### config.mk
export PLATFORM = sky130hd
export DESIGN_NAME = whackAMole
export DESIGN_NICKNAME = d
export VERILOG_FILES = /design/src/gamePkg.sv /design/src/displayPkg.sv /design/src/tickDivider.sv /design/src/gameController.sv /design/src/countdownTimer.sv /design/src/moleGenerator.sv /design/src/hitScorer.sv /design/src/segmentDecoder.sv /design/src/whackAMole.sv
export SDC_FILE = /design/constraint.sdc
export NUM_CORES = 1
export LEC_CHECK = 0
export ABC_AREA = 1
export BUFFER_PORTS_ARGS = -buffer_cell sky130_fd_sc_hd__buf_2
export CORE_MARGIN = 5
export CORE_UTILIZATION = 25
export CTS_CLUSTER_DIAMETER = 120
export DETAILED_ROUTE_END_ITERATION = 8
export GPL_TIMING_DRIVEN = 0
export PLACE_DENSITY = 0.54
export SLEW_MARGIN = 10
export SYNTH_ARGS = -nofsm -noshare
export SYNTH_HDL_FRONTEND = slang
export SYNTH_SLANG_ARGS = --single-unit
### constraint.sdc
create_clock -name clock -period 2.3 [get_ports clock]
set_clock_uncertainty 0.1 [all_clocks]
set_input_delay 0.115 -clock clock [delete_from_list [all_inputs] [get_ports clock]]
set_output_delay 0.115 -clock clock [all_outputs]
set_load 0.05 [all_outputs]
### src/gamePkg.sv
package gamePkg;

    // game phases, in the order the controller walks them
    typedef enum logic [2:0] {
        Idle,
        StartScreen,
        StartGame,
        InGame,
        GameOver
    } gameState_e;

    // five holes on the board
    localparam int MoleCount = 5;

    // one bit per hole, bit 0 is hole 1
    typedef logic [MoleCount-1:0] moleMask_t;

    // 0 is no hit, 1..5 name a hole, 6 and 7 count as no hit
    typedef logic [2:0] hitCode_t;

    // round length in seconds
    localparam int RoundSeconds = 30;
    typedef logic [5:0] timeLeft_t;

    // score wraps at 256
    typedef logic [7:0] score_t;

    // board clock is 50 MHz
    localparam int DefaultTicksPerSecond = 50_000_000;

    // control lines decoded from the game state
    typedef struct packed {
        // high for the single StartGame cycle
        logic roundClear;
        // high for the whole of InGame
        logic playing;
    } gameControl_t;

endpackage

### src/displayPkg.sv
package displayPkg;

    // seven segments, bit 0 is segment a, low lights the segment
    typedef logic [6:0] segments_t;

    // one hex digit to show
    typedef logic [3:0] hexDigit_t;

    // all six digits of the board, listed from the first field down
    typedef struct packed {
        segments_t timeLow;
        segments_t timeHigh;
        segments_t molesLow;
        segments_t molesHigh;
        segments_t scoreLow;
        segments_t scoreHigh;
    } displayBank_t;

endpackage

### src/tickDivider.sv
module tickDivider import gamePkg::*; #(
    parameter int TicksPerPulse = DefaultTicksPerSecond
) (
    input  logic clock,
    input  logic reset,
    input  logic clear,
    output logic tick
);

    // wide enough to hold TicksPerPulse - 1
    typedef logic [$clog2(TicksPerPulse + 1)-1:0] count_t;

    count_t count;

    // count down from the period, reload at zero or on clear
    always_ff @(posedge clock or posedge reset) begin
        if (reset) begin
            count <= count_t'(TicksPerPulse - 1);
        end else if (clear || count == '0) begin
            count <= count_t'(TicksPerPulse - 1);
        end else begin
            count <= count - count_t'(1);
        end
    end

    // one-cycle pulse at the bottom of the count
    assign tick = (count == '0);

endmodule

### src/gameController.sv
module gameController import gamePkg::*; (
    input  logic         clock,
    input  logic         reset,
    input  logic         startGame,
    input  logic         timeUp,
    output gameState_e   gameState,
    output gameControl_t control
);

    gameState_e nextState;

    // state register
    always_ff @(posedge clock or posedge reset) begin
        if (reset) begin
            gameState <= Idle;
        end else begin
            gameState <= nextState;
        end
    end

    // next state
    always_comb begin
        nextState = gameState;
        case (gameState)
            Idle: begin
                nextState = StartScreen;
            end
            StartScreen: begin
                // wait here for the player
                if (startGame) begin
                    nextState = StartGame;
                end
            end
            StartGame: begin
                // one cycle to clear the round
                nextState = InGame;
            end
            InGame: begin
                if (timeUp) begin
                    nextState = GameOver;
                end
            end
            GameOver: begin
                // only reset leaves game over
                nextState = GameOver;
            end
            default: begin
                nextState = Idle;
            end
        endcase
    end

    // control lines straight from the current state
    always_comb begin
        control.roundClear = (gameState == StartGame);
        control.playing    = (gameState == InGame);
    end

endmodule

### src/countdownTimer.sv
module countdownTimer import gamePkg::*; #(
    parameter int TicksPerSecond = DefaultTicksPerSecond
) (
    input  logic         clock,
    input  logic         reset,
    input  gameControl_t control,
    output logic         timeUp,
    output timeLeft_t    timeLeft
);

    logic secondTick;

    // one pulse per second, restarted with the round
    tickDivider #(
        .TicksPerPulse(TicksPerSecond)
    ) secondDivider_i (
        .clock(clock),
        .reset(reset),
        .clear(control.roundClear),
        .tick (secondTick)
    );

    // load on round start, count down while playing, stop at zero
    always_ff @(posedge clock or posedge reset) begin
        if (reset) begin
            timeLeft <= timeLeft_t'(RoundSeconds);
        end else if (control.roundClear) begin
            timeLeft <= timeLeft_t'(RoundSeconds);
        end else if (secondTick && control.playing && timeLeft != '0) begin
            timeLeft <= timeLeft - timeLeft_t'(1);
        end
    end

    // level, stays high until the next round load
    assign timeUp = (timeLeft == '0);

endmodule

### src/moleGenerator.sv
module moleGenerator import gamePkg::*; #(
    parameter int TicksPerSecond = DefaultTicksPerSecond
) (
    input  logic         clock,
    input  logic         reset,
    input  gameControl_t control,
    input  moleMask_t    whack,
    output moleMask_t    molesShown
);

    logic       moleTick;
    logic [2:0] position;

    // one new mole per second
    tickDivider #(
        .TicksPerPulse(TicksPerSecond)
    ) moleDivider_i (
        .clock(clock),
        .reset(reset),
        .clear(control.roundClear),
        .tick (moleTick)
    );

    // free-running hole index 0..4
    // the player's timing against it makes the placement look random
    always_ff @(posedge clock or posedge reset) begin
        if (reset) begin
            position <= '0;
        end else if (position == 3'(MoleCount - 1)) begin
            position <= '0;
        end else begin
            position <= position + 3'd1;
        end
    end

    // a tick places a mole and wins over a whack in the same cycle
    always_ff @(posedge clock or posedge reset) begin
        if (reset) begin
            molesShown <= '0;
        end else if (control.roundClear) begin
            molesShown <= '0;
        end else if (moleTick && control.playing) begin
            molesShown <= moleMask_t'(1) << position;
        end else begin
            // knock out the mole that was hit
            molesShown <= molesShown & ~whack;
        end
    end

endmodule

### src/hitScorer.sv
module hitScorer import gamePkg::*; (
    input  logic         clock,
    input  logic         reset,
    input  gameControl_t control,
    input  hitCode_t     hitCode,
    input  moleMask_t    molesShown,
    output moleMask_t    whack,
    output score_t       score,
    output logic         hitFlag,
    output logic         missFlag
);

    moleMask_t hitMask;
    logic      isHit;
    logic      isMiss;

    // hole number to mask, codes past the last hole mean nothing
    always_comb begin
        hitMask = '0;
        if (hitCode != '0 && hitCode <= hitCode_t'(MoleCount)) begin
            hitMask = moleMask_t'(1) << (hitCode - hitCode_t'(1));
        end
    end

    // judged only while the round runs
    assign whack  = control.playing ? (hitMask & molesShown) : '0;
    assign isHit  = (whack != '0);
    assign isMiss = control.playing && (hitMask != '0) && !isHit;

    // score counts hits, cleared at round start
    always_ff @(posedge clock or posedge reset) begin
        if (reset) begin
            score <= '0;
        end else if (control.roundClear) begin
            score <= '0;
        end else if (isHit) begin
            score <= score + score_t'(1);
        end
    end

    // flags show last cycle's judgement
    always_ff @(posedge clock or posedge reset) begin
        if (reset) begin
            hitFlag  <= 1'b0;
            missFlag <= 1'b0;
        end else begin
            hitFlag  <= isHit;
            missFlag <= isMiss;
        end
    end

endmodule

### src/segmentDecoder.sv
module segmentDecoder import displayPkg::*; (
    input  hexDigit_t digit,
    output segments_t segments
);

    // active low, bit order gfedcba
    always_comb begin
        case (digit)
            4'h0:    segments = 7'b1000000;
            4'h1:    segments = 7'b1111001;
            4'h2:    segments = 7'b0100100;
            4'h3:    segments = 7'b0110000;
            4'h4:    segments = 7'b0011001;
            4'h5:    segments = 7'b0010010;
            4'h6:    segments = 7'b0000010;
            4'h7:    segments = 7'b1111000;
            4'h8:    segments = 7'b0000000;
            4'h9:    segments = 7'b0010000;
            // letters, b and d in lower case
            4'hA:    segments = 7'b0001000;
            4'hB:    segments = 7'b0000011;
            4'hC:    segments = 7'b1000110;
            4'hD:    segments = 7'b0100001;
            4'hE:    segments = 7'b0000110;
            4'hF:    segments = 7'b0001110;
            default: segments = 7'b1111111;
        endcase
    end

endmodule

### src/whackAMole.sv
module whackAMole import gamePkg::*, displayPkg::*; #(
    parameter int TicksPerSecond = DefaultTicksPerSecond
) (
    input  logic         clock,
    input  logic         reset,
    input  logic         startGame,
    input  hitCode_t     hitCode,
    output gameState_e   gameState,
    output moleMask_t    molesShown,
    output timeLeft_t    timeLeft,
    output score_t       score,
    output logic         hitFlag,
    output logic         missFlag,
    output displayBank_t display
);

    gameControl_t control;
    logic         timeUp;
    moleMask_t    whack;

    gameController gameController_i (
        .clock    (clock),
        .reset    (reset),
        .startGame(startGame),
        .timeUp   (timeUp),
        .gameState(gameState),
        .control  (control)
    );

    // round clock
    countdownTimer #(
        .TicksPerSecond(TicksPerSecond)
    ) countdownTimer_i (
        .clock   (clock),
        .reset   (reset),
        .control (control),
        .timeUp  (timeUp),
        .timeLeft(timeLeft)
    );

    // mole placement, takes the whack back from the scorer
    moleGenerator #(
        .TicksPerSecond(TicksPerSecond)
    ) moleGenerator_i (
        .clock     (clock),
        .reset     (reset),
        .control   (control),
        .whack     (whack),
        .molesShown(molesShown)
    );

    hitScorer hitScorer_i (
        .clock     (clock),
        .reset     (reset),
        .control   (control),
        .hitCode   (hitCode),
        .molesShown(molesShown),
        .whack     (whack),
        .score     (score),
        .hitFlag   (hitFlag),
        .missFlag  (missFlag)
    );

    // high nibbles padded with zero
    segmentDecoder timeLow_i (
        .digit   (timeLeft[3:0]),
        .segments(display.timeLow)
    );
    segmentDecoder timeHigh_i (
        .digit   ({2'b00, timeLeft[5:4]}),
        .segments(display.timeHigh)
    );
    segmentDecoder molesLow_i (
        .digit   (molesShown[3:0]),
        .segments(display.molesLow)
    );
    segmentDecoder molesHigh_i (
        .digit   ({3'b000, molesShown[4]}),
        .segments(display.molesHigh)
    );
    segmentDecoder scoreLow_i (
        .digit   (score[3:0]),
        .segments(display.scoreLow)
    );
    segmentDecoder scoreHigh_i (
        .digit   (score[7:4]),
        .segments(display.scoreHigh)
    );

endmodule

Word level (Yosys, flattened, before mapping)
Memory sizes are Yosys's and may differ from the RTL's.
Cells that the tools add are included.
{"block": "word_totals", "regBits": 79, "mem_bits_ro": 672, "inputBits": 6, "elab_cells": 68, "n_memories": 6}
{"memory": "(name not given)", "words": 16, "word_bits": 7, "rd": 1, "rd_clocked_by_memory_dff": 0, "write_ports": 0, "line_no": "segmentDecoder.sv:8", "text": "case (digit)"}
{"memory": "(name not given)", "words": 16, "word_bits": 7, "rd": 1, "rd_clocked_by_memory_dff": 0, "write_ports": 0, "line_no": "segmentDecoder.sv:8"}
{"memory": "(name not given)", "words": 16, "word_bits": 7, "rd": 1, "rd_clocked_by_memory_dff": 0, "write_ports": 0, "line_no": "segmentDecoder.sv:8"}
{"memory": "(name not given)", "words": 16, "word_bits": 7, "rd": 1, "rd_clocked_by_memory_dff": 0, "write_ports": 0, "line_no": "segmentDecoder.sv:8"}
{"memory": "(name not given)", "words": 16, "word_bits": 7, "rd": 1, "rd_clocked_by_memory_dff": 0, "write_ports": 0, "line_no": "segmentDecoder.sv:8"}
{"memory": "(name not given)", "words": 16, "word_bits": 7, "rd": 1, "rd_clocked_by_memory_dff": 0, "write_ports": 0, "line_no": "segmentDecoder.sv:8"}
{"block": "op_classes", "add_sub_neg": 6, "n_lt_le_gt_ge": 1, "n_eq_ne": 7, "n_shift": 2, "muxes": 14, "n_bitwise": 3, "n_reduce_logical": 20}
{"op": "26-bit logical NOT", "n": 2}
{"op": "26-bit two-way mux", "n": 2}
{"op": "26-bit by 1-bit subtractor with 26-bit output, second input constant", "n": 2}
{"op": "5-bit two-way mux", "n": 4}
{"op": "8-bit two-way mux", "n": 2}
{"op": "3-bit case mux with 5 select lines", "n": 1}
{"op": "6-bit two-way mux", "n": 2}
{"op": "5-bit AND", "n": 2}
{"op": "5-bit nonzero test", "n": 2}
{"op": "1-bit by 3-bit << shifter with 5-bit output, first input constant", "n": 2}
{"op": "3-bit two-way mux", "n": 3}
{"op": "8-bit by 1-bit adder with 8-bit output, second input constant", "n": 1}
{"op": "3-bit by 2-bit == test with 1-bit output, second input constant", "n": 2}
{"op": "3-bit == test, second input constant", "n": 2}
{"op": "1-bit logical AND", "n": 6}
{"op": "6-bit logical NOT", "n": 1}
{"op": "6-bit nonzero test", "n": 1}
{"op": "6-bit by 1-bit subtractor with 6-bit output, second input constant", "n": 1}
{"op": "5-bit inverter", "n": 1}
{"op": "2-bit != test, second input constant", "n": 2}
{"op": "2-bit nonzero test", "n": 2}
{"op": "3-bit by 1-bit adder with 3-bit output, second input constant", "n": 1}
{"op": "3-bit by 1-bit == test with 1-bit output, second input constant", "n": 1}
{"op": "3-bit less-or-equal comparator, second input constant", "n": 1}
{"op": "other kinds (6)", "n": 7}

Depth between registers and ports, before layout
{"block": "depth", "ltp_word": 9, "depth_mapped": 11, "mapped_depth_nobuf": 11}

Modules after synthesis
From an unflattened synthesis, not the netlist that was laid out.
{"block": "hier_totals", "hier_cells": 959, "area_unflattened_um2": 6520.0}
{"module": "tickDivider", "n_inst": 2, "cells_per_inst": 206, "area_per_inst_um2": 1541.5}
{"module": "segmentDecoder", "n_inst": 6, "cells_per_inst": 49, "area_per_inst_um2": 274.0}
{"module": "hitScorer", "n_inst": 1, "cells_per_inst": 112, "area_per_inst_um2": 755.7}
{"module": "countdownTimer", "n_inst": 1, "cells_per_inst": 58, "area_per_inst_um2": 425.4}
{"module": "moleGenerator", "n_inst": 1, "cells_per_inst": 53, "area_per_inst_um2": 420.4}
{"module": "gameController", "n_inst": 1, "cells_per_inst": 29, "area_per_inst_um2": 187.7}
{"module": "whackAMole", "n_inst": 1, "cells_per_inst": 1, "area_per_inst_um2": 3.8}

Worst setup path after synthesis
Ideal clock, no wire load.
{"block": "synth_path", "path_type": "register to output", "start": "reg moleGenerator_i.molesShown[0]", "end": "out display[24] (netlist bit)", "arrival_ns": 3.106, "setup_slack_ns": -1.021, "stages_incl_launch_ff": 4, "path_buffers": 0, "cell_sequence": "dfrtp_1 > inv_1 > ha_1 > o311ai_0"}
{"item": "start, declared", "line_no": "moleGenerator.sv:8", "text": "output moleMask_t molesShown"}
{"item": "start signal, assigned", "line_no": "moleGenerator.sv:43", "text": "molesShown <= moleMask_t'(1) << position;"}
{"item": "start signal, assigned", "line_no": "moleGenerator.sv:46", "text": "molesShown <= molesShown & ~whack;"}
{"item": "end, declared", "line_no": "whackAMole.sv:14", "text": "output displayBank_t display"}

==> results.toml <==
[power]
leakage_nw = 3.351
power_density_nw_per_um2 = 803.8
peakVddDrop_mv = 0.4891

[clocking]
ctsHtreeMaxLevel = 3
cts_root_buffer = "clkbuf_16"
postCtsSetupRepairBufs = 0
insertion_delay_ns = 0.34
clkSinkCount = 79
cts_made_buffers = 9
cts_tree = "built"
cts_buffer_depth = 2
path_clk_slew_ns = 0.06

[timing]
holdWs_ns = 0.1765
setup_violations = 0
fmax_mhz = 457.9
hold_viol_final = 0
finalMaxSlewViolations = 0
grt_setup_unrepaired = "false"
final.setup.tns_ns = 0
post-route-period-util_pct = 94.94
fin_crit_ns = 2.184
setup_ws_ns = 0.1163

[yosys]
synthFlopType = "dfstp_2"
synth_seq_cells = 79
syn_area_per_cell_sq_um = 7.228
synth_most_common_cell = "nand2_1"
synth_common_cells = "nand2_1, nor2_1, inv_1"
ys_async_sr_fraction_pct = 100.0
synth-edff-count = 0
yosysTopAreaCellShare_pct = 18.74
synth_area_leaders = "dfstp_2, dfrtp_1, nand2_1"
yosysTopAreaCell = "dfstp_2"
seq_area_frac_synth_pct = 36.14
syn-cell-area_sq_um = 5609
synth_warnings = 0
yosysUniqueCellTypes = 41
synthCells = 776

[hold_path]
hold-path-cell-count = 6
hold_path.class = "input pin to register"

[detailed_routing]
vias = 5039
wl_per_cell_microns = 12.09
via_per_inst = 4.405
routed_wl_microns = 13830
remaining_drc_errors = 0
drt_iter0_markers = 229
dr.pass1.iters = 4
postRouteAntennaNets = 0

[final_layout]
post-route-util_pct = 30.30
multi_input_area_sq_um = 3110
n_antenna_cell = 0
layout-drive-gt1-share_pct = 21.76
area_growth_pct = 18.60
layout.nets = 899
fillerInstances = 2379
final-seq-area_sq_um = 2029

[floorplan]
initial_core_util_pct = 25.54
core_sq_um = 21960
row_count = 54
die_area_sq_um = 25530
die_w_microns = 159.8
die_h_microns = 159.8
num_io_pins = 72

[critical_path]
cp-startpoint = "hitScorer_i.score[4]$_DFFE_PP0P_"
rr_worst_depth = 11
critPathMaxStageDelay_ns = 0.46
cp.arrival_ns = 1.97
rr_endpoint = "countdownTimer_i.timeLeft[2]$_DFFE_PP1P_"
crit_type = "register to output pin"
cp_top_family = "buffers and inverters"
r2r_start = "countdownTimer_i.timeLeft[0]$_DFFE_PP0P_"
r2r_slack_ns = 0.39
endpoint_kind = "output pin"
crit_buf_inv = 2
crit_required_ns = 2.09
path_cells = "inv_1, ha_1, o21ai_0, nor2_1, a31oi_2, buf_2"
crit_end = "display[3]"
crit_fanout = 7
cp_slowest_cell = "dfrtp_2"
crit_cells = 6
start_kind = "register"

[global_routing]
grt_pass1_wl_microns = 23650
antenna_found_initial = 1
grt_pass1_vias = 4875
grt_use_total_pct = 10.91
grt_overflow_total = 0
grt_max_degree = 58

[placed_design]
pre_cts_ws_ns = 0.2455
hpwl_microns = 10640
gp_congestion = 0.8329
io_buffers = 67

[flow_run]
maxCapViolCount = 0

[run_status]
status = "complete, no violations"
==> state kept, by name, indices dropped and copies added (netlist names) <==
register                                cells
countdownTimer_i.secondDivider_i.count     26
moleGenerator_i.moleDivider_i.count        26
hitScorer_i.score                           8
countdownTimer_i.timeLeft                   6
moleGenerator_i.molesShown                  5
gameController_i.gameState                  3
moleGenerator_i.position                    3
hitScorer_i.hitFlag                         1
hitScorer_i.missFlag                        1
==> worst min path at each step <==
stage               start                                                end  slack, ns
2_1_floorplan   startGame          gameController_i.gameState[1]$_DFFE_PP0P_       0.18
3_3_place_gp    startGame          gameController_i.gameState[1]$_DFFE_PP0P_       0.31
3_5_place_dp        reset  moleGenerator_i.moleDivider_i.count[10]$_DFF_PP0_       0.02
4_1_cts        hitCode[1]                     hitScorer_i.missFlag$_DFF_PP0_       0.15
5_1_grt             reset  moleGenerator_i.moleDivider_i.count[10]$_DFF_PP0_       0.24
6_report       hitCode[1]                     hitScorer_i.missFlag$_DFF_PP0_       0.18
==> what timing repair did <==
item	in CTS	in global routing
resized for setup	0	3
endpoints found under the hold margin	23	0
hold buffers	2	0
setup endpoints to repair	0	2
==> logic make-up after synthesis <==
kind of cell / Yosys count / share of synthesized area (%)
adder cells (fa/ha/maj): 34 / 7.584
flip-flops: 79 / 36.14
buffers and inverters: 118 / 9.168
XOR/XNOR: 24 / 3.747
other: 2 / 0.1339
AO/OA/AOI/OAI: 66 / 7.116
AND/OR/NAND/NOR: 453 / 36.11
==> worst min-delay path, delay by kind of cell <==
| family | cells | cell delay (ns) |
|---|---|---|
| AO/OA/AOI/OAI | 1 | 0.09 |
| buffers and inverters | 2 | 0.18 |
| AND/OR/NAND/NOR | 3 | 0.20 |
==> area by class of cell <==
class	instances	share of cell area (%)
sequential	79	30.51
inverter	93	5.285
tap	280	5.266
clock buffer	15	3.874
clock inverter	1	0.07523
buffer	25	2.483
multi-input combinational	581	46.76
timing repair buffer	70	5.755
==> power breakdown <==
group | leakage [nW] | switching, W | internal, W
clock | 0.128 | 0.000550 | 0.000762
sequential | 0.952 | 0.000168 | 0.00163
combinational | 2.27 | 0.00166 | 0.000582
==> layer usage <==
metal  track usage (%)  vias up  share of wire (%)
met5                 0        -              0.094
met4             2.933        2                1.2
met3             2.294       13                3.8
met2             17.61       68                 45
met1             14.89     2325                 50
li1                  -     2631                  -
==> cells in the final DEF (no fill, tap or decap), types with 3 or more instances in the layout <==
cell | synthesis | final
nor2_4 | 5 | 5
dfstp_2 | 40 | 40
clkbuf_1 | 4 | 9
buf_4 | 13 | 13
a21oi_1 | 8 | 8
clkbuf_16 | 0 | 9
o22ai_1 | 3 | 3
xor2_1 | 24 | 24
o21ai_0 | 35 | 28
buf_2 | 6 | 73
nand3_1 | 78 | 78
nand2_2 | 3 | 3
o21ai_1 | 0 | 6
nor3_1 | 9 | 9
nand4_1 | 17 | 17
conb_1 | 2 | 4
ha_1 | 34 | 34
inv_1 | 85 | 83
dfrtp_1 | 39 | 37
a211oi_1 | 3 | 3
nand3b_1 | 8 | 8
o211ai_1 | 4 | 4
or2_2 | 7 | 7
nor2_2 | 7 | 7
nand2_1 | 181 | 181
nor2_1 | 129 | 129
inv_2 | 8 | 9
==> metrics by stage <==
stage	area, sq um	total power [W]	std cells
global route	6653	0.005686	1144
floorplan	5652	0.003526	778
global placement	6337	0.004075	1125
CTS	6650	0.005452	1144
finish	6653	0.005347	1144
detailed placement	6367	0.004090	1126
No activity file was read; power rests on OpenSTA's default activity.
